`src/hw/cmd_defines.svh`:
```
`ifndef CMD_DEFINES_SVH
`define CMD_DEFINES_SVH

// command ids as seen in the message stream.
`define CMD_GET_VERSION     5'd0
`define CMD_GET_TIME        5'd2
`define CMD_SET_DIGITAL_OUT 5'd15
`define CMD_SHUTDOWN        5'd19
`define CMD_BITS            5

// response ids, sent as the raw first byte.
`define RSP_GET_VERSION     8'd0
`define RSP_GET_TIME        8'd1

`define ARG_BITS            32      // argument and returned value width.
`define MAX_ARGS            8       // argument store depth.
`define MAX_PARAMS          8       // returned value store depth.
`define LEN_BITS            8       // send FIFO entry width.

`define NGPIO               8
`define FW_VERSION          32'd262

`endif

```
`src/hw/cmd_pkg.sv`:
```
`default_nettype none

`include "cmd_defines.svh"

package cmd_pkg;

	// which unit owns a command.
	typedef enum logic [1:0] {
		UNIT_NONE,
		UNIT_SYSTEM,
		UNIT_GPIO
	} unit_id_t;

	typedef struct packed {
		logic valid;
		unit_id_t unit;
		logic [$clog2(`MAX_ARGS)-1:0] nargs;
		logic has_response;
	} cmd_entry_t;

	// sequencer to unit.
	typedef struct packed {
		logic [`CMD_BITS-1:0] cmd;
		logic cmd_ready;                // one cycle start.
		logic [`ARG_BITS-1:0] arg_data; // current argument.
	} unit_req_t;

	// unit back to sequencer.
	typedef struct packed {
		logic arg_advance;
		logic param_write;
		logic cmd_done;                   // exactly once per command.
		logic [`ARG_BITS-1:0] param_data; // response id in the cmd_done cycle.
	} unit_rsp_t;

endpackage

`default_nettype wire

```
`src/hw/cmd_table.sv`:
```
`default_nettype none

`include "cmd_defines.svh"

module cmd_table import cmd_pkg::*; (
	input wire logic [`CMD_BITS-1:0] cmd,
	output cmd_entry_t entry
);

always_comb begin
	entry = '{valid: 1'b0, unit: UNIT_NONE, nargs: '0, has_response: 1'b0};
	case (cmd)
	`CMD_GET_VERSION:
		entry = '{valid: 1'b1, unit: UNIT_SYSTEM, nargs: 3'd0, has_response: 1'b1};
	`CMD_GET_TIME:
		entry = '{valid: 1'b1, unit: UNIT_SYSTEM, nargs: 3'd0, has_response: 1'b1};
	`CMD_SET_DIGITAL_OUT:
		entry = '{valid: 1'b1, unit: UNIT_GPIO, nargs: 3'd2, has_response: 1'b0};
	`CMD_SHUTDOWN:
		entry = '{valid: 1'b1, unit: UNIT_SYSTEM, nargs: 3'd0, has_response: 1'b0};
	default: ; // unknown ids stay invalid.
	endcase
end

endmodule

`default_nettype wire

```
`src/hw/vlq_decoder.sv`:
```
`default_nettype none

`include "cmd_defines.svh"

module vlq_decoder import cmd_pkg::*; (
	input wire logic clk,
	input wire logic reset,
	input wire logic [7:0] msg_data,
	input wire logic msg_ready,
	output logic msg_rd_en,
	input wire logic busy,
	output logic cmd_start,
	output logic [`CMD_BITS-1:0] cmd,
	output cmd_entry_t entry,
	input wire logic [$clog2(`MAX_ARGS)-1:0] arg_index,
	output logic [`ARG_BITS-1:0] arg_value
);

typedef enum logic [1:0] {
	DEC_IDLE,
	DEC_ARG_START,
	DEC_ARG_CONT
} dec_state_t;

dec_state_t state;
cmd_entry_t tab_entry;
logic [`ARG_BITS-1:0] args [`MAX_ARGS];
logic [$clog2(`MAX_ARGS)-1:0] arg_cnt;
logic rd;
logic arg_end;

cmd_table u_cmd_table (
	.cmd(msg_data[`CMD_BITS-1:0]),
	.entry(tab_entry)
);

assign rd = msg_ready && !msg_rd_en && !busy && !cmd_start;
assign arg_end = (state != DEC_IDLE) && !msg_data[7];
assign arg_value = args[arg_index];

always_ff @(posedge clk) begin
	if (reset) begin
		state <= DEC_IDLE;
		msg_rd_en <= 1'b0;
		cmd_start <= 1'b0;
		arg_cnt <= '0;
	end else begin
		msg_rd_en <= rd;
		cmd_start <= 1'b0;
		if (rd) begin
			case (state)
			DEC_IDLE: begin
				cmd <= msg_data[`CMD_BITS-1:0];
				entry <= tab_entry;
				arg_cnt <= '0;
				if (tab_entry.valid && tab_entry.unit != UNIT_NONE) begin
					if (tab_entry.nargs == 0)
						cmd_start <= 1'b1;
					else
						state <= DEC_ARG_START;
				end
			end
			DEC_ARG_START: begin
				// sign fill only when bits 6 and 5 are both set.
				args[arg_cnt] <= {{(`ARG_BITS-7){msg_data[6] & msg_data[5]}},
					msg_data[6:0]};
				if (msg_data[7])
					state <= DEC_ARG_CONT;
			end
			default: begin
				args[arg_cnt] <= {args[arg_cnt][`ARG_BITS-8:0], msg_data[6:0]};
			end
			endcase
			if (arg_end) begin
				arg_cnt <= arg_cnt + 1'b1;
				if (arg_cnt + 1'b1 == entry.nargs) begin
					cmd_start <= 1'b1;
					state <= DEC_IDLE;
				end else begin
					state <= DEC_ARG_START;
				end
			end
		end
	end
end

a_rd_spaced: assert property (@(posedge clk) disable iff (reset)
	msg_rd_en |=> !msg_rd_en);

// no reads while the sequencer holds busy.
a_no_rd_busy: assert property (@(posedge clk) disable iff (reset)
	busy |-> !msg_rd_en);

endmodule

`default_nettype wire

```
`src/hw/cmd_sequencer.sv`:
```
`default_nettype none

`include "cmd_defines.svh"

module cmd_sequencer import cmd_pkg::*; (
	input wire logic clk,
	input wire logic reset,
	input wire logic cmd_start,
	input wire logic [`CMD_BITS-1:0] cmd,
	input wire cmd_entry_t entry,
	output logic [$clog2(`MAX_ARGS)-1:0] arg_index,
	input wire logic [`ARG_BITS-1:0] arg_value,
	output unit_req_t sys_req,
	output unit_req_t gpio_req,
	input wire unit_rsp_t sys_rsp,
	input wire unit_rsp_t gpio_rsp,
	output logic param_push,
	output logic [`ARG_BITS-1:0] param_value,
	output logic rsp_start,
	output logic [7:0] rsp_id,
	input wire logic rsp_busy,
	output logic busy
);

typedef enum logic [1:0] {
	SEQ_IDLE,
	SEQ_RUN,
	SEQ_START,
	SEQ_WAIT
} seq_state_t;

seq_state_t state;
unit_id_t sel;
logic has_rsp;
logic [`CMD_BITS-1:0] cmd_q;
logic [`ARG_BITS-1:0] arg_data;
logic cmd_ready;
unit_rsp_t rsp_sel;

assign rsp_sel = (sel == UNIT_GPIO) ? gpio_rsp : sys_rsp;

assign sys_req = '{cmd: cmd_q, cmd_ready: cmd_ready && sel == UNIT_SYSTEM,
	arg_data: arg_data};
assign gpio_req = '{cmd: cmd_q, cmd_ready: cmd_ready && sel == UNIT_GPIO,
	arg_data: arg_data};

assign param_push = (state == SEQ_RUN) && rsp_sel.param_write;
assign param_value = rsp_sel.param_data;

always_ff @(posedge clk) begin
	if (reset) begin
		state <= SEQ_IDLE;
		sel <= UNIT_NONE;
		has_rsp <= 1'b0;
		arg_index <= '0;
		cmd_ready <= 1'b0;
		rsp_start <= 1'b0;
		busy <= 1'b0;
	end else begin
		cmd_ready <= 1'b0;
		rsp_start <= 1'b0;
		case (state)
		SEQ_IDLE: begin
			if (cmd_start) begin
				sel <= entry.unit;
				has_rsp <= entry.has_response;
				cmd_q <= cmd;
				arg_data <= arg_value; // index is 0 here.
				arg_index <= 1;
				cmd_ready <= 1'b1;
				busy <= 1'b1;
				state <= SEQ_RUN;
			end
		end
		SEQ_RUN: begin
			if (rsp_sel.arg_advance) begin
				arg_data <= arg_value;
				arg_index <= arg_index + 1'b1;
			end
			if (rsp_sel.cmd_done) begin
				arg_index <= '0;
				if (has_rsp) begin
					rsp_start <= 1'b1;
					rsp_id <= rsp_sel.param_data[7:0];
					state <= SEQ_START;
				end else begin
					busy <= 1'b0;
					state <= SEQ_IDLE;
				end
			end
		end
		SEQ_START: state <= SEQ_WAIT; // encoder picks up rsp_start.
		default: begin
			if (!rsp_busy) begin
				busy <= 1'b0;
				state <= SEQ_IDLE;
			end
		end
		endcase
	end
end

a_sys_done_sel: assert property (@(posedge clk) disable iff (reset)
	sys_rsp.cmd_done |-> state == SEQ_RUN && sel == UNIT_SYSTEM);

a_gpio_done_sel: assert property (@(posedge clk) disable iff (reset)
	gpio_rsp.cmd_done |-> state == SEQ_RUN && sel == UNIT_GPIO);

endmodule

`default_nettype wire

```
`src/hw/response_encoder.sv`:
```
`default_nettype none

`include "cmd_defines.svh"

module response_encoder (
	input wire logic clk,
	input wire logic reset,
	input wire logic param_push,
	input wire logic [`ARG_BITS-1:0] param_value,
	input wire logic rsp_start,
	input wire logic [7:0] rsp_id,
	output logic rsp_busy,
	output logic [7:0] send_ring_data,
	output logic send_ring_wr_en,
	output logic [`LEN_BITS-1:0] send_fifo_data,
	output logic send_fifo_wr_en
);

localparam int VLQ_BITS = 35; // five 7 bit groups.
localparam int CNT_BITS = $clog2(`MAX_PARAMS) + 1;

typedef enum logic [1:0] {
	ENC_IDLE,
	ENC_LOAD,
	ENC_SKIP,
	ENC_SEND
} enc_state_t;

enc_state_t state;
logic [`ARG_BITS-1:0] params [`MAX_PARAMS];
logic [CNT_BITS-1:0] nparams;
logic [CNT_BITS-1:0] cur;
logic [VLQ_BITS-1:0] rcv;
logic [2:0] grp;
logic [`LEN_BITS-1:0] rsp_len;
logic can_drop;
logic emit;

assign rsp_busy = (state != ENC_IDLE);

// top group redundant when the next one reproduces it on decode.
assign can_drop = (grp != 0) &&
	(rcv[VLQ_BITS-1:VLQ_BITS-9] == 9'h1ff || rcv[VLQ_BITS-1:VLQ_BITS-9] < 9'd3);
assign emit = (state == ENC_SEND) || (state == ENC_SKIP && !can_drop);

always_ff @(posedge clk) begin
	if (reset) begin
		state <= ENC_IDLE;
		nparams <= '0;
		cur <= '0;
		grp <= '0;
		send_ring_wr_en <= 1'b0;
		send_fifo_wr_en <= 1'b0;
	end else begin
		send_ring_wr_en <= 1'b0;
		send_fifo_wr_en <= 1'b0;
		if (param_push) begin
			params[nparams[CNT_BITS-2:0]] <= param_value;
			nparams <= nparams + 1'b1;
		end
		case (state)
		ENC_IDLE: begin
			if (rsp_start) begin
				send_ring_data <= rsp_id; // id byte goes out raw.
				send_ring_wr_en <= 1'b1;
				rsp_len <= 1;
				cur <= '0;
				if (nparams == 0) begin
					send_fifo_data <= 1;
					send_fifo_wr_en <= 1'b1;
				end else begin
					state <= ENC_LOAD;
				end
			end
		end
		ENC_LOAD: begin
			rcv <= {{(VLQ_BITS-`ARG_BITS){params[cur[CNT_BITS-2:0]][`ARG_BITS-1]}},
				params[cur[CNT_BITS-2:0]]};
			grp <= 3'd4;
			state <= ENC_SKIP;
		end
		ENC_SKIP: begin
			if (can_drop) begin
				grp <= grp - 1'b1;
				rcv <= {rcv[VLQ_BITS-8:0], 7'b0};
			end
		end
		default: ;
		endcase
		if (emit) begin
			send_ring_data <= {grp != 0, rcv[VLQ_BITS-1:VLQ_BITS-7]};
			send_ring_wr_en <= 1'b1;
			rsp_len <= rsp_len + 1'b1;
			grp <= grp - 1'b1;
			rcv <= {rcv[VLQ_BITS-8:0], 7'b0};
			state <= ENC_SEND;
			if (grp == 0) begin
				if (cur + 1'b1 != nparams) begin
					cur <= cur + 1'b1;
					state <= ENC_LOAD;
				end else begin
					send_fifo_data <= rsp_len + 1'b1; // includes this byte.
					send_fifo_wr_en <= 1'b1;
					nparams <= '0;
					state <= ENC_IDLE;
				end
			end
		end
	end
end

a_nparams_max: assert property (@(posedge clk) disable iff (reset)
	nparams <= `MAX_PARAMS);

endmodule

`default_nettype wire

```
`src/hw/system_unit.sv`:
```
`default_nettype none

`include "cmd_defines.svh"

module system_unit import cmd_pkg::*; (
	input wire logic clk,
	input wire logic reset,
	input wire unit_req_t req,
	output unit_rsp_t rsp,
	input wire logic [31:0] systime,
	output logic shutdown
);

typedef enum logic [1:0] {
	SYS_IDLE,
	SYS_VER,
	SYS_FIN
} sys_state_t;

sys_state_t state;
logic param_write;
logic cmd_done;
logic [`ARG_BITS-1:0] param_data;
logic [7:0] rsp_id;

assign rsp = '{arg_advance: 1'b0, param_write: param_write, cmd_done: cmd_done,
	param_data: param_data};

always_ff @(posedge clk) begin
	if (reset) begin
		state <= SYS_IDLE;
		param_write <= 1'b0;
		cmd_done <= 1'b0;
		shutdown <= 1'b0;
	end else begin
		param_write <= 1'b0;
		cmd_done <= 1'b0;
		case (state)
		SYS_IDLE: begin
			if (req.cmd_ready) begin
				case (req.cmd)
				`CMD_GET_VERSION: begin
					param_data <= `FW_VERSION;
					param_write <= 1'b1;
					state <= SYS_VER;
				end
				`CMD_GET_TIME: begin
					param_data <= systime; // sampled with cmd_ready.
					param_write <= 1'b1;
					rsp_id <= `RSP_GET_TIME;
					state <= SYS_FIN;
				end
				`CMD_SHUTDOWN: begin
					shutdown <= 1'b1; // sticky until reset.
					cmd_done <= 1'b1;
				end
				default: cmd_done <= 1'b1;
				endcase
			end
		end
		SYS_VER: begin
			param_data <= `NGPIO;
			param_write <= 1'b1;
			rsp_id <= `RSP_GET_VERSION;
			state <= SYS_FIN;
		end
		default: begin
			param_data <= {{(`ARG_BITS-8){1'b0}}, rsp_id};
			cmd_done <= 1'b1;
			state <= SYS_IDLE;
		end
		endcase
	end
end

endmodule

`default_nettype wire

```
`src/hw/gpio_unit.sv`:
```
`default_nettype none

`include "cmd_defines.svh"

module gpio_unit import cmd_pkg::*; (
	input wire logic clk,
	input wire logic reset,
	input wire unit_req_t req,
	output unit_rsp_t rsp,
	input wire logic shutdown,
	output logic [`NGPIO-1:0] gpio
);

typedef enum logic [1:0] {
	GP_IDLE,
	GP_ADV,
	GP_VAL
} gp_state_t;

gp_state_t state;
logic arg_advance;
logic cmd_done;
logic [`ARG_BITS-1:0] chan;

assign rsp = '{arg_advance: arg_advance, param_write: 1'b0, cmd_done: cmd_done,
	param_data: '0};

always_ff @(posedge clk) begin
	if (reset) begin
		state <= GP_IDLE;
		arg_advance <= 1'b0;
		cmd_done <= 1'b0;
		gpio <= '0;
	end else begin
		arg_advance <= 1'b0;
		cmd_done <= 1'b0;
		case (state)
		GP_IDLE: begin
			if (req.cmd_ready) begin
				if (req.cmd == `CMD_SET_DIGITAL_OUT) begin
					chan <= req.arg_data;
					arg_advance <= 1'b1;
					state <= GP_ADV;
				end else begin
					cmd_done <= 1'b1;
				end
			end
		end
		GP_ADV: state <= GP_VAL; // value shows up next cycle.
		default: begin
			if (!shutdown && chan < `NGPIO)
				gpio[chan[$clog2(`NGPIO)-1:0]] <= req.arg_data[0];
			cmd_done <= 1'b1;
			state <= GP_IDLE;
		end
		endcase
		if (shutdown)
			gpio <= '0;
	end
end

endmodule

`default_nettype wire

```
`src/hw/command_top.sv`:
```
`default_nettype none

`include "cmd_defines.svh"

module command_top import cmd_pkg::*; (
	input wire logic clk,
	input wire logic reset,
	input wire logic [7:0] msg_data,
	input wire logic msg_ready,
	output logic msg_rd_en,
	output logic [7:0] send_ring_data,
	output logic send_ring_wr_en,
	output logic [`LEN_BITS-1:0] send_fifo_data,
	output logic send_fifo_wr_en,
	input wire logic [31:0] systime,
	output logic [`NGPIO-1:0] gpio
);

logic cmd_start;
logic [`CMD_BITS-1:0] cmd;
cmd_entry_t entry;
logic [$clog2(`MAX_ARGS)-1:0] arg_index;
logic [`ARG_BITS-1:0] arg_value;
logic busy;
unit_req_t sys_req;
unit_req_t gpio_req;
unit_rsp_t sys_rsp;
unit_rsp_t gpio_rsp;
logic param_push;
logic [`ARG_BITS-1:0] param_value;
logic rsp_start;
logic [7:0] rsp_id;
logic rsp_busy;
logic shutdown;

vlq_decoder u_decoder (
	.clk(clk),
	.reset(reset),
	.msg_data(msg_data),
	.msg_ready(msg_ready),
	.msg_rd_en(msg_rd_en),
	.busy(busy),
	.cmd_start(cmd_start),
	.cmd(cmd),
	.entry(entry),
	.arg_index(arg_index),
	.arg_value(arg_value)
);

cmd_sequencer u_sequencer (
	.clk(clk),
	.reset(reset),
	.cmd_start(cmd_start),
	.cmd(cmd),
	.entry(entry),
	.arg_index(arg_index),
	.arg_value(arg_value),
	.sys_req(sys_req),
	.gpio_req(gpio_req),
	.sys_rsp(sys_rsp),
	.gpio_rsp(gpio_rsp),
	.param_push(param_push),
	.param_value(param_value),
	.rsp_start(rsp_start),
	.rsp_id(rsp_id),
	.rsp_busy(rsp_busy),
	.busy(busy)
);

response_encoder u_encoder (
	.clk(clk),
	.reset(reset),
	.param_push(param_push),
	.param_value(param_value),
	.rsp_start(rsp_start),
	.rsp_id(rsp_id),
	.rsp_busy(rsp_busy),
	.send_ring_data(send_ring_data),
	.send_ring_wr_en(send_ring_wr_en),
	.send_fifo_data(send_fifo_data),
	.send_fifo_wr_en(send_fifo_wr_en)
);

system_unit u_system (
	.clk(clk),
	.reset(reset),
	.req(sys_req),
	.rsp(sys_rsp),
	.systime(systime),
	.shutdown(shutdown)
);

gpio_unit u_gpio (
	.clk(clk),
	.reset(reset),
	.req(gpio_req),
	.rsp(gpio_rsp),
	.shutdown(shutdown),
	.gpio(gpio)
);

endmodule

`default_nettype wire

```
`config.mk`:
```
export PLATFORM = sky130hd
export DESIGN_NAME = command_top
export DESIGN_NICKNAME = d
export VERILOG_FILES = /design/src/hw/cmd_pkg.sv /design/src/hw/cmd_table.sv /design/src/hw/vlq_decoder.sv /design/src/hw/cmd_sequencer.sv /design/src/hw/response_encoder.sv /design/src/hw/system_unit.sv /design/src/hw/gpio_unit.sv /design/src/hw/command_top.sv
export VERILOG_INCLUDE_DIRS = /design/src /design/src/hw
export SDC_FILE = /design/constraint.sdc
export NUM_CORES = 1
export LEC_CHECK = 0
export BUFFER_PORTS_ARGS = -buffer_cell sky130_fd_sc_hd__clkbuf_2
export CAP_MARGIN = 30
export CORE_MARGIN = 10
export CORE_UTILIZATION = 55
export CTS_BUF_LIST = sky130_fd_sc_hd__clkbuf_4 sky130_fd_sc_hd__clkbuf_8
export DETAILED_ROUTE_END_ITERATION = 16
export PLACE_DENSITY = 0.82
export SYNTH_ARGS = -nofsm -noshare
export SYNTH_HDL_FRONTEND = slang
export SYNTH_SLANG_ARGS = --single-unit
```
`constraint.sdc`:
```
create_clock -name clk -period 5.42 [get_ports clk]
set_input_delay 1.084 -clock clk [delete_from_list [all_inputs] [get_ports clk]]
set_output_delay 1.084 -clock clk [all_outputs]
set_load 0.01 [all_outputs]
```
Word level (Yosys, flattened, before mapping)
Memory sizes are Yosys's and may differ from the RTL's. A register that Yosys moved wholly into a read port is not among the register bits.
Cells that the tools add are included.
Widths: inputs -> output; s select.
{ "totals": {"ram_bits": 512, "out_inout_bits": 27, "wordCells": 290, "in_bits": 43, "reg_bits": 237, "memories": 2} }
{ "memory_table": {"columns": ["name", "depth", "width", "rd", "rd_ports_with_merged_regs", "wr", "line_no", "rtl"], "rows": [
  ["u_decoder.args", 8, 32, 2, 2, 1, "vlq_decoder.sv:27", "logic [`ARG_BITS-1:0] args [`MAX_ARGS];"],
  ["u_encoder.params", 8, 32, 1, 1, 1, "response_encoder.sv:30", "logic [`ARG_BITS-1:0] params [`MAX_PARAMS];"]
]} }
{ "op_classes": {"add_sub_neg": 6, "n_bitwise": 11, "eq_ne": 37, "n_reduce_logical": 72, "n_lt_le_gt_ge": 4, "n_mux": 118} }
{ "op_table": {"columns": ["cell", "count"], "rows": [
  ["$pmux 32 s2", 3],
  ["$mux 32", 4],
  ["$mux 8", 14],
  ["$mux 35", 3],
  ["$pmux 35 s2", 1],
  ["$mux 1", 41],
  ["$mux 3", 12],
  ["$mux 4", 9],
  ["$lt 32x4->1 const B", 1],
  ["$mux 2", 15],
  ["$reduce_and 3->1", 9],
  ["$pmux 7 s3", 1],
  ["$pmux 2 s2", 5],
  ["$pmux 8 s2", 1],
  ["$reduce_and 4->1", 4],
  ["$reduce_bool 2->1", 8],
  ["$reduce_or 2->1", 7],
  ["$eq 2x1->1 const B", 6],
  ["$logic_and 1x1->1", 12],
  ["$ne 3x2->1 const B", 4],
  ["$pmux 3 s2", 2],
  ["$reduce_and 2->1", 6],
  ["$reduce_bool 3->1", 4],
  ["$eq 5x2->1 const B", 2],
  ["other kinds (34)", 74]
]} }

Longest topological paths before layout
Gate-level depths: netlist (run 1).
{ "logic_depth": {"ltp_word": 9, "depth_mapped": 8, "mapped_depth_nobuf": 7} }

Hierarchy
A second synthesis (run 1) with hierarchy kept.
{ "hier_totals": {"hier_cells": 1655, "area_unflattened_um2": 30957.2} }
{ "by_module_without_submodules": {"columns": ["module", "area_each_um2", "n_inst", "seq_area_each_um2", "cells_per_inst"], "rows": [
  ["response_encoder", 12911.1, 1, 9759.4, 659],
  ["vlq_decoder", 12010.3, 1, 8247.9, 564],
  ["cmd_sequencer", 2618.8, 1, 1571.5, 189],
  ["gpio_unit", 1809.2, 1, 1201.2, 132],
  ["system_unit", 1514.0, 1, 1091.0, 98],
  ["cmd_table", 93.8, 1, 0.0, 13]
]} }

Worst setup path before layout (run 1)
No wires, ideal clock.
{ "synth_timing": {"path_kind": "input to register", "start": "in reset", "end": "reg u_gpio.chan[0], enable pin", "setup_ns": 0.513, "arrival_ns": 4.888, "slack_ns": 0.019, "path_buffers": 2, "required_time_ns": 4.907, "cell_stages": 3, "cell_sequence": "clkbuf_1 -> buf_1 -> nor4b_1"} }
{ "synth_between": {"elab_chain_len": 2} }
{ "synth_rtl": {"columns": ["item", "line_no", "rtl"], "rows": [
  ["start: declaration", "command_top.sv:7", "input wire logic reset,"],
  ["$not 1->1 (no line)", null, null],
  ["$reduce_and 4->1 (no line)", null, null],
  ["end signal: assignment", "gpio_unit.sv:41", "chan <= req.arg_data;"],
  ["end: declaration", "gpio_unit.sv:23", "logic [`ARG_BITS-1:0] chan;"]
]} }
No other way between the ends.
A chain may end at the register's enable or synchronous reset.

Worst setup path after layout (run 1)
{ "layout_timing": {"start": "reg u_decoder.cmd_start", "end": "mem u_decoder.args[7][0] (netlist bit), enable pin"} }
{ "layout_between": {"elab_chain_len": 6, "elab_cells_between_ends": 9, "classes_between": "6 x mux; 1 x bitwise; 2 x reduce/logical"} }
{ "layout_rtl": {"columns": ["item", "line_no", "rtl"], "rows": [
  ["start: declaration", "vlq_decoder.sv:12", "output logic cmd_start,"],
  ["start signal: assignment", "vlq_decoder.sv:45", "cmd_start <= 1'b0;"],
  ["start signal: assignment", "vlq_decoder.sv:49", "cmd_start <= 1'b0;"],
  ["start signal: assignment", "vlq_decoder.sv:58", "cmd_start <= 1'b1;"],
  ["$logic_not 1->1 (*)", "vlq_decoder.sv:37", "assign rd = msg_ready && !msg_rd_en && !busy && !cmd_start;"],
  ["$logic_and 1x1->1 (*)", "vlq_decoder.sv:37", null],
  ["$mux 1", "vlq_decoder.sv:50", "if (rd) begin"],
  ["$mux 1", "vlq_decoder.sv:42", "if (reset) begin"],
  ["$mux 1, on equally long branches", "vlq_decoder.sv:65, vlq_decoder.sv:71", null],
  ["$or 1x1->1 (no line) (*)", null, null],
  ["end: declaration", "vlq_decoder.sv:27", null]
]} }
Every way passes the cells marked *; elsewhere a longest branch is shown, timed or not.

==> results of run 1 <==
==> cells in the final DEF (no fill, tap or decap), drive strengths merged, types with 3 or more instances in the layout <==
cell      instances
a211oi            3
a21o              5
a21oi            17
a31oi             4
and2             38
and3             31
buf              39
clkbuf          226
clkinv           45
clkinvlp          4
dfxtp            56
edfxtp          689
ha                8
inv              13
mux2             40
mux2i            78
mux4            178
nand2            59
nand2b            7
nand3            16
nand4             9
nor2             62
nor2b             6
nor3             24
nor3b             5
nor4             11
nor4b             9
o21a              7
o21ai            52
o31ai             3
or2               3
xnor2             5
xor2             11
==> cells by family after synthesis <==
group | synth area share (%)
adders and majority gates | 0.335
DFF | 72.9
AOI/OAI and AO/OA | 2.12
muxes | 17.5
and+or+nand+nor | 5.14
xor gates and xnor gates | 0.569
buffers and inverters | 1.40
==> layout make-up <==
| cell class | instances | area [sq um] |
|---|---|---|
| Inverter | 10 | 37.5 |
| Antenna cell | 2 | 5.00 |
| Tap cell | 696 | 871 |
| Sequential cell | 745 | 21800 |
| Clock buffer | 157 | 1930 |
| Fill cell | 3418 | 20200 |
| Clock inverter | 54 | 312 |
| Multi-Input combinational cell | 712 | 7830 |
| Timing Repair Buffer | 108 | 836 |
==> critical path: stages (launching register included) <==
cell	delay, ps
sky130_fd_sc_hd__dfxtp_1	390
sky130_fd_sc_hd__or4b_4	600
sky130_fd_sc_hd__nor2_4	150
sky130_fd_sc_hd__nand3_1	330
sky130_fd_sc_hd__nor2_4	860
sky130_fd_sc_hd__buf_4	330
==> power groups by stage <==
stage | clock network [mW] | logic [mW] | registers [mW]
2_1_floorplan | 0 | 0.0719 | 6.36
3_3_place_gp | 0 | 0.117 | 6.37
3_5_place_dp | 0 | 0.125 | 6.37
4_1_cts | 4.57 | 0.126 | 6.25
5_1_grt | 4.83 | 0.146 | 6.24
6_report | 4.52 | 0.133 | 6.24
==> metal layers <==
layer  part of all wire, %  routed length [microns]  track usage (%)
met5                 0.065                       40                0
met1                    38                    23600             25.2
met4                   2.2                     1340             7.28
met2                    51                    31400             32.2
met3                   8.6                     5300             4.38
==> flip-flops by register name, summed over array words and instances, names as in the netlist, 3 cells and up, named ones only <==
signal / flops
u_decoder.entry: 3
u_gpio.gpio: 8
u_encoder.rsp_len: 8
u_decoder.cmd: 5
u_encoder.send_fifo_data: 8
u_encoder.nparams: 4
u_system.param_data: 32
u_decoder.args: 256
u_sequencer.arg_index: 3
u_encoder.send_ring_data: 8
u_encoder.grp: 3
u_gpio.chan: 32
u_sequencer.arg_data: 32
u_decoder.arg_cnt: 3
u_sequencer.cmd_q: 5
u_encoder.cur: 4
u_encoder.params: 256
u_sequencer.rsp_id: 8
u_encoder.rcv: 35
==> cells in the mapped netlist, types with 3 or more instances <==
master	instances	area (sq um)
sky130_fd_sc_hd__edfxtp_1	689	20700
sky130_fd_sc_hd__mux4_2	178	4010
sky130_fd_sc_hd__mux2i_1	78	781
sky130_fd_sc_hd__nor2_1	61	229
sky130_fd_sc_hd__nand2_1	58	218
sky130_fd_sc_hd__dfxtp_1	56	1120
sky130_fd_sc_hd__clkbuf_1	52	195
sky130_fd_sc_hd__o21ai_0	51	255
sky130_fd_sc_hd__mux2_2	40	450
sky130_fd_sc_hd__and2_1	38	238
sky130_fd_sc_hd__and3_1	31	194
sky130_fd_sc_hd__nor3_1	23	115
sky130_fd_sc_hd__buf_2	22	110
sky130_fd_sc_hd__a21oi_1	17	85.1
sky130_fd_sc_hd__nand3_1	15	75.1
sky130_fd_sc_hd__nor4_1	11	68.8
sky130_fd_sc_hd__xor2_1	11	96.3
sky130_fd_sc_hd__buf_1	10	37.5
sky130_fd_sc_hd__inv_1	10	37.5
sky130_fd_sc_hd__nand4_1	9	56.3
sky130_fd_sc_hd__ha_1	8	100
sky130_fd_sc_hd__nand2b_1	7	43.8
sky130_fd_sc_hd__nor4b_1	7	61.3
sky130_fd_sc_hd__o21a_1	7	52.6
sky130_fd_sc_hd__nor2b_1	6	37.5
sky130_fd_sc_hd__a21o_1	5	37.5
sky130_fd_sc_hd__buf_4	5	37.5
sky130_fd_sc_hd__a31oi_1	4	25.0
sky130_fd_sc_hd__nor3b_1	4	30.0
sky130_fd_sc_hd__xnor2_1	4	35.0
sky130_fd_sc_hd__a211oi_1	3	22.5
sky130_fd_sc_hd__or2_2	3	18.8
==> how the worst min path moves through the flow <==
stage / from / cells past startpoint / to
global route: u_decoder.cmd[3] / 0 / u_sequencer.cmd_q[3]
detailed placement: u_sequencer.arg_data[23] / 0 / u_gpio.chan[23]
global placement: u_sequencer.arg_data[23] / 0 / u_gpio.chan[23]
CTS: u_decoder.cmd[3] / 0 / u_sequencer.cmd_q[3]
finish: u_decoder.cmd[3] / 0 / u_sequencer.cmd_q[3]
floorplan: u_sequencer.arg_data[10] / 0 / u_gpio.chan[10]
==> stage by stage <==
step                utilization [%]  cell area (sq um)  power (mW)
CTS                            62.4              33600        10.9
global placement               57.8              31100        6.48
detailed placement             58.3              31400        6.49
finish                         62.5              33700        10.9
floorplan                         -              29900        6.43
global route                   62.5              33700        11.2
==> metrics.txt, run 1 <==
# TYPE chip_impl_metric gauge
chip_impl_metric{name="routed_wirelength",unit="microns"} 61600
chip_impl_metric{name="num_vias",unit=""} 15200
chip_impl_metric{name="clk_path_buf_depth",unit=""} 3
chip_impl_metric{name="fin_nets",unit=""} 1742
chip_impl_metric{name="routed_wl_per_cell",unit="microns"} 24.8
chip_impl_metric{name="synth_edf_count",unit=""} 689
chip_impl_metric{name="net-switching-power",unit="mW"} 2.21
chip_impl_metric{name="hold_ws",unit="ps"} 397
chip_impl_metric{name="inst_count_dp",unit=""} 2269
chip_impl_metric{name="post_cts_hold_buffer_count",unit=""} 0
chip_impl_metric{name="power.static_leakage",unit="nW"} 10.6
chip_impl_metric{name="r2r_setup_slack",unit="ps"} 2450
chip_impl_metric{name="finalSetupViolCount",unit=""} 0
chip_impl_metric{name="design.die.area",unit="sq um"} 64100
chip_impl_metric{name="cts_htree_levels",unit=""} 3
chip_impl_metric{name="grt_first_pass_wirelength",unit="microns"} 94200
chip_impl_metric{name="area_delta_synth_final",unit="%"} 12.5
chip_impl_info{name="setup.worst_path.class",value="reg -> reg"} 1
chip_impl_metric{name="grt_pass1_vias",unit=""} 15900
chip_impl_metric{name="proportion_of_synthesized_flip_flops_having_asynchronous_set_or_reset",unit="%"} 0
chip_impl_info{name="r2r-start",value="u_decoder.cmd_start"} 1
chip_impl_metric{name="power_per_cell_area",unit="nW/um^2"} 324
chip_impl_metric{name="drc",unit=""} 0
chip_impl_info{name="status",value="finished clean"} 1
chip_impl_metric{name="clock_transition_time_at_the_flip_flop_clock_pins_of_the_worst_setup_and_hold_paths",unit="ps"} 60
chip_impl_info{name="rr_endpoint",value="u_decoder.args[7][0]"} 1
chip_impl_metric{name="drv_cap",unit=""} 0
chip_impl_metric{name="cts_inserted_buffers",unit=""} 114
chip_impl_metric{name="die_height",unit="microns"} 253
chip_impl_info{name="clock_tree_from_tritoncts",value="built"} 1
chip_impl_metric{name="post_cts_resized",unit=""} 0
chip_impl_metric{name="grt_antenna_before_repair",unit=""} 6
chip_impl_info{name="worst_setup_path_start_kind",value="flip-flop"} 1
chip_impl_metric{name="worst_ir_drop_vdd",unit="uV"} 182
chip_impl_metric{name="setup_tns",unit="ps"} 0
chip_impl_info{name="worstSetupEndpoint",value="u_decoder.args[7][0]"} 1
chip_impl_metric{name="p_comb_share",unit="%"} 1.2
chip_impl_info{name="worst_setup_end_kind",value="flip-flop"} 1
chip_impl_metric{name="initial_core_util",unit="%"} 55.6
chip_impl_metric{name="finalMaxSlewViolations",unit=""} 0
chip_impl_metric{name="synth-seq-cells",unit=""} 745
chip_impl_metric{name="layout.cells.non_filler",unit=""} 2484
chip_impl_metric{name="max_freq",unit="GHz"} 0.337
chip_impl_metric{name="avgViaCountPerCell",unit=""} 6.14
chip_impl_metric{name="gp_congestion",unit=""} 0.764
chip_impl_metric{name="detail_route.iter0.violations",unit=""} 1760
chip_impl_metric{name="synth.yosys.warnings",unit=""} 0
chip_impl_metric{name="timing.reg2reg.worst_path_depth",unit=""} 5
chip_impl_metric{name="port_buffer_count",unit=""} 69
chip_impl_metric{name="post_route_cells_drive_above_1_share",unit="%"} 30.9
chip_impl_metric{name="cp_max_fo",unit=""} 25
chip_impl_metric{name="grt.total_usage",unit="%"} 19.6
chip_impl_metric{name="tritoncts_num_sinks",unit=""} 745
chip_impl_metric{name="io_pins",unit=""} 70
chip_impl_metric{name="antenna_left",unit=""} 0
chip_impl_metric{name="postLayoutSetupSlackWorst",unit="ps"} 2450
chip_impl_metric{name="floorplan.rows",unit=""} 85
chip_impl_metric{name="die_x",unit="microns"} 253
chip_impl_metric{name="overflow",unit=""} 0
chip_impl_metric{name="p_sw_share",unit="%"} 20.3
chip_impl_metric{name="drt_first_pass_iters",unit=""} 6
chip_impl_info{name="worst_hold_path_type",value="reg -> reg"} 1
chip_impl_metric{name="fin_skew",unit="ps"} 40.1
chip_impl_metric{name="finalCritPeriodShare",unit="%"} 54.7
chip_impl_metric{name="synth_area_per_cell",unit="sq um"} 19.2
chip_impl_metric{name="max_slew_margin",unit="%"} 30.4
chip_impl_metric{name="cp.required",unit="ps"} 5830
chip_impl_metric{name="cts.repair_timing.setup_buffer_count",unit=""} 0
chip_impl_info{name="yosys_most_used_dff",value="sky130_fd_sc_hd__edfxtp_1"} 1
chip_impl_metric{name="power.share.clock",unit="%"} 41.5
chip_impl_metric{name="synthCells",unit=""} 1556
chip_impl_info{name="grt_setup_unrepaired",value="no"} 1
chip_impl_metric{name="worst_slew_pin_slew",unit="ps"} 1040
chip_impl_metric{name="mappedNetlistArea",unit="sq um"} 29900
chip_impl_info{name="cts.root.buffer_cell",value="sky130_fd_sc_hd__clkbuf_8"} 1
chip_impl_metric{name="detailedPlacementHpwl",unit="microns"} 37400
chip_impl_metric{name="cp.arrival",unit="ps"} 3380
chip_impl_metric{name="timing.final.hold_violations",unit=""} 0
chip_impl_metric{name="maximum_number_of_pins_on_one_net_before_global_route_repair",unit=""} 70
chip_impl_metric{name="synth-seq-area-share",unit="%"} 72.9
chip_impl_metric{name="core_region_area",unit="sq um"} 53800
chip_impl_metric{name="insertion_delay",unit="ps"} 740
chip_impl_metric{name="synth.net_count",unit=""} 1607
chip_impl_metric{name="fin_crit",unit="ps"} 2970
chip_impl_metric{name="sequential_share_of_power",unit="%"} 57.3
chip_impl_info{name="crit_start",value="u_decoder.cmd_start"} 1
chip_impl_metric{name="synth.distinct_cells",unit=""} 57
chip_impl_metric{name="internal_power",unit="mW"} 8.68
chip_impl_metric{name="pre_cts_ws",unit="ps"} 1760
Power figures use the tool's default switching activity.
==> run 2: changes to the inputs <==
--- a/config.mk
+++ b/config.mk
@@ -12,7 +12,7 @@
 export CORE_UTILIZATION = 55
 export CTS_BUF_LIST = sky130_fd_sc_hd__clkbuf_4 sky130_fd_sc_hd__clkbuf_8
 export DETAILED_ROUTE_END_ITERATION = 16
-export PLACE_DENSITY = 0.82
+export PLACE_DENSITY = 0.79
 export SYNTH_ARGS = -nofsm -noshare
 export SYNTH_HDL_FRONTEND = slang
 export SYNTH_SLANG_ARGS = --single-unit
==> constraint.sdc (replaced) <==
create_clock -name clk -period 2.8 [get_ports clk]
set_input_delay 0.56 -clock clk [delete_from_list [all_inputs] [get_ports clk]]
set_output_delay 0.56 -clock clk [all_outputs]
set_load 0.01 [all_outputs]
==> metrics.txt, run 2 (synthesis gave the netlist of run 1 again) <==
# TYPE chip_impl_metric gauge
chip_impl_metric{name="layout.cells.non_filler",unit=""} 2506
chip_impl_info{name="mostFrequentLayoutCells",value="689 x sky130_fd_sc_hd__edfxtp_1, 178 x sky130_fd_sc_hd__mux4_2, 116 x sky130_fd_sc_hd__clkbuf_8, 78 x sky130_fd_sc_hd__mux2i_1, 69 x sky130_fd_sc_hd__clkbuf_2"} 1
chip_impl_metric{name="totalPowerFinal",unit="mW"} 21.1
chip_impl_info{name="crit_chain",value="or4b_4 > nor2_4 > nand3_1 > nor2_4 > buf_4"} 1
chip_impl_info{name="grt_setup_unrepaired",value="no"} 1
chip_impl_metric{name="multi_input_comb_area",unit="sq um"} 7870
chip_impl_info{name="worst_hold_path_type",value="in -> reg"} 1
chip_impl_metric{name="port_buffer_count",unit=""} 69
chip_impl_info{name="cts.root.buffer_cell",value="sky130_fd_sc_hd__clkbuf_8"} 1
chip_impl_metric{name="cts_inserted_buffers",unit=""} 112
chip_impl_info{name="commonest_non_fill_non_tap_cell_in_the_layout",value="sky130_fd_sc_hd__edfxtp_1"} 1
chip_impl_metric{name="post_route_utilization",unit="%"} 63.2
chip_impl_metric{name="max_freq",unit="GHz"} 0.405
chip_impl_metric{name="cp.arrival",unit="ps"} 2870
chip_impl_metric{name="initial_core_util",unit="%"} 55.6
chip_impl_metric{name="fin_crit",unit="ps"} 2470
chip_impl_metric{name="overflow",unit=""} 0
chip_impl_metric{name="insertion_delay",unit="ps"} 710
chip_impl_info{name="status",value="finished clean"} 1
chip_impl_metric{name="cp.required",unit="ps"} 3210
chip_impl_metric{name="post_cts_resized",unit=""} 0
chip_impl_metric{name="die_height",unit="microns"} 253
chip_impl_metric{name="power_per_cell_area",unit="nW/um^2"} 621
chip_impl_metric{name="grt_pass1_vias",unit=""} 15800
chip_impl_metric{name="fin_nets",unit=""} 1767
chip_impl_metric{name="grt_first_pass_wirelength",unit="microns"} 96400
chip_impl_metric{name="io_pins",unit=""} 70
chip_impl_metric{name="maximum_number_of_pins_on_one_net_before_global_route_repair",unit=""} 69
chip_impl_metric{name="power.static_leakage",unit="nW"} 10.7
chip_impl_metric{name="detailedPlacementHpwl",unit="microns"} 38300
chip_impl_metric{name="inst_count_dp",unit=""} 2298
chip_impl_metric{name="critical-path-max-stage-delay",unit="ps"} 590
chip_impl_metric{name="routed_wl_per_cell",unit="microns"} 25.2
chip_impl_metric{name="design.die.area",unit="sq um"} 64100
chip_impl_metric{name="stdcell_area",unit="sq um"} 34000
chip_impl_metric{name="cts_htree_levels",unit=""} 3
chip_impl_metric{name="detail_route.iter0.violations",unit=""} 1592
chip_impl_metric{name="drt_first_pass_iters",unit=""} 5
chip_impl_metric{name="gp_congestion",unit=""} 0.801
chip_impl_metric{name="timing.final.hold_violations",unit=""} 0
chip_impl_info{name="worst_setup_end_kind",value="flip-flop"} 1
chip_impl_info{name="crit_path_frequent_cell",value="sky130_fd_sc_hd__nor2_4"} 1
chip_impl_metric{name="die_x",unit="microns"} 253
chip_impl_metric{name="routed_wirelength",unit="microns"} 63100
chip_impl_metric{name="floorplan.rows",unit=""} 85
chip_impl_metric{name="worst_ir_drop_vdd",unit="uV"} 332
chip_impl_metric{name="clk_path_buf_depth",unit=""} 3
chip_impl_metric{name="post_cts_hold_buffer_count",unit=""} 0
chip_impl_metric{name="finalCritPeriodShare",unit="%"} 88.2
chip_impl_metric{name="finalMaxSlewViolations",unit=""} 0
chip_impl_metric{name="max_slew_margin",unit="%"} 43.5
chip_impl_metric{name="drv_cap",unit=""} 0
chip_impl_info{name="clock_tree_from_tritoncts",value="built"} 1
chip_impl_metric{name="finalSetupViolCount",unit=""} 0
chip_impl_metric{name="worst_slew_pin_slew",unit="ps"} 836
chip_impl_metric{name="n_fill_cell",unit=""} 3557
chip_impl_info{name="crit_path_top_delay_cell",value="sky130_fd_sc_hd__or4b_4"} 1
chip_impl_metric{name="core_region_area",unit="sq um"} 53800
chip_impl_info{name="worst_setup_path_start_kind",value="flip-flop"} 1
chip_impl_metric{name="postPlaceCellArea",unit="sq um"} 31800
chip_impl_metric{name="fin_skew",unit="ps"} 43.2
chip_impl_metric{name="clock_transition_time_at_the_flip_flop_clock_pins_of_the_worst_setup_and_hold_paths",unit="ps"} 60
chip_impl_metric{name="avgViaCountPerCell",unit=""} 6.19
chip_impl_metric{name="sequential_cell_area_in_the_final_layout",unit="sq um"} 21800
chip_impl_metric{name="antenna_left",unit=""} 0
chip_impl_metric{name="post_route_cells_drive_above_1_share",unit="%"} 31.8
chip_impl_metric{name="drc",unit=""} 0
chip_impl_metric{name="tritoncts_num_sinks",unit=""} 745
chip_impl_metric{name="cts.repair_timing.setup_buffer_count",unit=""} 0
chip_impl_metric{name="grt_antenna_before_repair",unit=""} 5
chip_impl_metric{name="num_vias",unit=""} 15500
chip_impl_metric{name="cp_max_fo",unit=""} 8
chip_impl_metric{name="area_delta_synth_final",unit="%"} 13.7
chip_impl_metric{name="grt.total_usage",unit="%"} 20.0
chip_impl_info{name="setup.worst_path.class",value="reg -> reg"} 1
==> run 2: critical path, delay by kind of cell, from the launching register on <==
family | cells | cell delay [ps]
buffers and inverters | 1 | 260
DFF | 1 | 360
and+or+nand+nor | 4 | 1580
==> run 2: power breakdown <==
part           total [mW]  internal [mW]  leakage [nW]  switching (mW)
clock network        8.77           4.78          1.20            3.99
registers            12.1           12.1          6.67          0.0165
logic               0.263         0.0999          2.84           0.163
total                21.1           16.9          10.7            4.17
==> run 2: worst paths after layout <==
path                                               from                      end  slack [ps]  depth (start not counted)
worst max register to register      u_decoder.cmd_start    u_decoder.args[5][22]         330                          5
worst max-delay path                u_decoder.cmd_start    u_decoder.args[5][22]         330                          5
worst min register to register  u_sequencer.arg_data[6]           u_gpio.chan[6]         400                          0
worst min-delay path                        systime[24]  u_system.param_data[24]         160                          2
==> run 2: routing by layer <==
metal  global-route usage, %  vias to the layer above  share of wire (%)
li1                        -                     6664                  -
met2                    32.8                      737                 50
met3                    4.16                      111                8.4
met4                    6.45                        6                1.9
met5                       0                        -              0.054
met1                    26.6                     7984                 39
==> run 2: through the flow <==
stage	setup TNS, ps	setup slack (ps)	hold slack, ps
after floorplan	-69070	-360	400
after global placement	0	205	401
after detailed placement	0	88.2	405
after CTS	0	337	120
after global routing	0	144	136
final	0	331	164
==> run 2: cell type report <==
type | instances | area share [%]
Sequential cell | 745 | 64.2
Multi-Input combinational cell | 712 | 23.1
Clock buffer | 159 | 5.64
Timing Repair Buffer | 135 | 3.43
Tap cell | 696 | 2.56
Clock inverter | 48 | 0.934
Inverter | 10 | 0.110
Antenna cell | 1 | 0.00736
==> run 3: changes to the inputs <==
--- a/config.mk
+++ b/config.mk
@@ -12,6 +12,7 @@
 export CORE_UTILIZATION = 55
 export CTS_BUF_LIST = sky130_fd_sc_hd__clkbuf_4 sky130_fd_sc_hd__clkbuf_8
 export DETAILED_ROUTE_END_ITERATION = 16
+export GPL_TIMING_DRIVEN = 1
 export PLACE_DENSITY = 0.79
 export SYNTH_ARGS = -nofsm -noshare
 export SYNTH_HDL_FRONTEND = slang
==> constraint.sdc (replaced) <==
create_clock -name clk -period 2.3 [get_ports clk]
set_input_delay 0.46 -clock clk [delete_from_list [all_inputs] [get_ports clk]]
set_output_delay 0.46 -clock clk [all_outputs]
set_load 0.01 [all_outputs]
==> metrics.txt, run 3 (synthesis gave the netlist of run 1 again) <==
# TYPE chip_impl_metric gauge
chip_impl_info{name="status",value="finished clean"} 1
chip_impl_metric{name="post_route_cells_drive_above_1_share",unit="%"} 33.0
chip_impl_info{name="crit_start",value="u_sequencer.busy"} 1
chip_impl_metric{name="drv_cap",unit=""} 0
chip_impl_metric{name="power_per_cell_area",unit="nW/um^2"} 751
chip_impl_metric{name="antenna_left",unit=""} 0
chip_impl_metric{name="totalPowerFinal",unit="mW"} 26.0
chip_impl_metric{name="inst_count_dp",unit=""} 2318
chip_impl_metric{name="timing.final.hold_violations",unit=""} 0
chip_impl_metric{name="clk_path_buf_depth",unit=""} 3
chip_impl_metric{name="routed_wl_per_cell",unit="microns"} 25.4
chip_impl_info{name="cts.root.buffer_cell",value="sky130_fd_sc_hd__clkbuf_8"} 1
chip_impl_metric{name="grt_antenna_before_repair",unit=""} 3
chip_impl_metric{name="fin_crit",unit="ps"} 2170
chip_impl_metric{name="insertion_delay",unit="ps"} 770
chip_impl_info{name="hold_start",value="systime[18]"} 1
chip_impl_info{name="r2r-start",value="u_sequencer.busy"} 1
chip_impl_info{name="worst_setup_end_kind",value="flip-flop"} 1
chip_impl_info{name="crit_path_top_delay_cell",value="sky130_fd_sc_hd__or4b_4"} 1
chip_impl_metric{name="cts_inserted_buffers",unit=""} 115
chip_impl_metric{name="cts_htree_levels",unit=""} 3
chip_impl_metric{name="fin_nets",unit=""} 1806
chip_impl_metric{name="hold_ws",unit="ps"} 59.9
chip_impl_metric{name="gp_congestion",unit=""} 0.797
chip_impl_metric{name="grt.total_usage",unit="%"} 20.6
chip_impl_metric{name="port_buffer_count",unit=""} 69
chip_impl_info{name="grt_setup_unrepaired",value="no"} 1
chip_impl_metric{name="area_delta_synth_final",unit="%"} 16.0
chip_impl_metric{name="cp.arrival",unit="ps"} 2570
chip_impl_info{name="setup.worst_path.class",value="reg -> reg"} 1
chip_impl_metric{name="tritoncts_num_sinks",unit=""} 745
chip_impl_metric{name="max_freq",unit="GHz"} 0.460
chip_impl_info{name="clock_tree_from_tritoncts",value="built"} 1
chip_impl_metric{name="floorplan.rows",unit=""} 85
chip_impl_metric{name="drt_first_pass_iters",unit=""} 5
chip_impl_metric{name="cp_max_fo",unit=""} 19
chip_impl_metric{name="finalMaxSlewViolations",unit=""} 0
chip_impl_metric{name="avgViaCountPerCell",unit=""} 6.15
chip_impl_metric{name="grt_pass1_vias",unit=""} 16300
chip_impl_metric{name="cp.required",unit="ps"} 2700
chip_impl_metric{name="fin_skew",unit="ps"} 64.7
chip_impl_metric{name="detail_route.iter0.violations",unit=""} 1635
chip_impl_metric{name="worst_ir_drop_vdd",unit="uV"} 479
chip_impl_metric{name="maximum_number_of_pins_on_one_net_before_global_route_repair",unit=""} 70
chip_impl_metric{name="grt_first_pass_wirelength",unit="microns"} 99300
chip_impl_metric{name="power.static_leakage",unit="nW"} 11.0
chip_impl_metric{name="design.die.area",unit="sq um"} 64100
chip_impl_metric{name="clock_transition_time_at_the_flip_flop_clock_pins_of_the_worst_setup_and_hold_paths",unit="ps"} 60
chip_impl_metric{name="setup_tns",unit="ps"} 0
chip_impl_metric{name="overflow",unit=""} 0
chip_impl_metric{name="layout.cells.non_filler",unit=""} 2549
chip_impl_info{name="commonest_non_fill_non_tap_cell_in_the_layout",value="sky130_fd_sc_hd__edfxtp_1"} 1
chip_impl_info{name="worst_hold_path_type",value="in -> reg"} 1
chip_impl_metric{name="n_fill_cell",unit=""} 3404
chip_impl_metric{name="die_x",unit="microns"} 253
chip_impl_metric{name="num_vias",unit=""} 15700
chip_impl_info{name="worst_setup_path_start_kind",value="flip-flop"} 1
chip_impl_metric{name="timing.critical_path.buf_inv",unit=""} 3
chip_impl_info{name="mostFrequentLayoutCells",value="689 x sky130_fd_sc_hd__edfxtp_1, 178 x sky130_fd_sc_hd__mux4_2, 118 x sky130_fd_sc_hd__clkbuf_8, 78 x sky130_fd_sc_hd__mux2i_1, 69 x sky130_fd_sc_hd__clkbuf_2"} 1
chip_impl_info{name="cp_top_family",value="simple AND/OR/NAND/NOR gates"} 1
chip_impl_metric{name="finalSetupViolCount",unit=""} 0
chip_impl_metric{name="max_slew_margin",unit="%"} 52.6
chip_impl_metric{name="routed_wirelength",unit="microns"} 64800
chip_impl_info{name="crit_chain",value="or4b_4 > nor2_4 > buf_4 > nand3_4 > buf_12 > nor2_4 > buf_12"} 1
chip_impl_metric{name="worst_slew_pin_slew",unit="ps"} 704
chip_impl_metric{name="finalCritPeriodShare",unit="%"} 94.5
chip_impl_metric{name="detailedPlacementHpwl",unit="microns"} 38600
chip_impl_metric{name="critical-path-max-stage-delay",unit="ps"} 560
chip_impl_metric{name="die_height",unit="microns"} 253
chip_impl_metric{name="io_pins",unit=""} 70
chip_impl_metric{name="drc",unit=""} 0
chip_impl_metric{name="core_region_area",unit="sq um"} 53800
chip_impl_metric{name="initial_core_util",unit="%"} 55.6
==> run 3: area by class of cell <==
| cell class | count | area (sq um) | area share (%) |
|---|---|---|---|
| sequential | 745 | 21800 | 62.9 |
| clock inverter | 60 | 419 | 1.21 |
| inverter | 10 | 41.3 | 0.119 |
| multi-input combinational | 712 | 7930 | 22.9 |
| clock buffer | 153 | 1890 | 5.44 |
| antenna | 2 | 5.00 | 0.0144 |
| timing repair buffer | 171 | 1700 | 4.91 |
| tap | 696 | 871 | 2.51 |
==> run 3: routing by layer <==
metal	global-route usage [%]	routed length (microns)	part of all wire, %	vias up
li1	-	-	-	6763
met1	27.7	25800	40	8055
met2	33.2	32300	50	755
met3	4.63	5350	8.2	100
met4	6.52	1340	2.1	0
met5	0	0	0	-
==> run 3: path summary, 6_finish.rpt <==
| kind | endpoint | cells after the start | slack (ps) |
|---|---|---|---|
| worst max register to register | u_decoder.args[5][24] | 7 | 130 |
| worst min register to register | u_sequencer.cmd_q[1] | 0 | 420 |
| worst min-delay path | u_system.param_data[18] | 2 | 60 |
| worst max-delay path | u_decoder.args[5][24] | 7 | 130 |
==> run 3: worst register-to-register path, delay by kind of cell (launching register included) <==
kind	cells	cell delay [ps]
DFF	1	320
buffers and inverters	3	560
and+or+nand+nor	4	950
==> run 3: metrics by stage <==
| stage | utilization, % | cell area, sq um | setup slack [ps] |
|---|---|---|---|
| after floorplan | - | 30200 | -286 |
| after global placement | 59.8 | 32200 | 24.8 |
| after detailed placement | 59.8 | 32200 | -239 |
| after CTS | 64.4 | 34700 | 31.9 |
| after global routing | 64.4 | 34700 | 3.58 |
| final | 64.5 | 34700 | 126 |
==> run 3: power breakdown <==
| group | internal (mW) | total [mW] | switching [mW] |
|---|---|---|---|
| combinational | 0.152 | 0.371 | 0.219 |
| clock | 5.84 | 11.0 | 5.12 |
| sequential | 14.7 | 14.7 | 0.0161 |
==> run 3: what timing repair did <==
action	4_1_cts	5_1_grt
endpoints found under the setup margin	9	146
buffers inserted	0	0
endpoints found under the hold margin	16	0
pin swaps	0	0
hold buffers	16	0
gates resized for setup	2	19
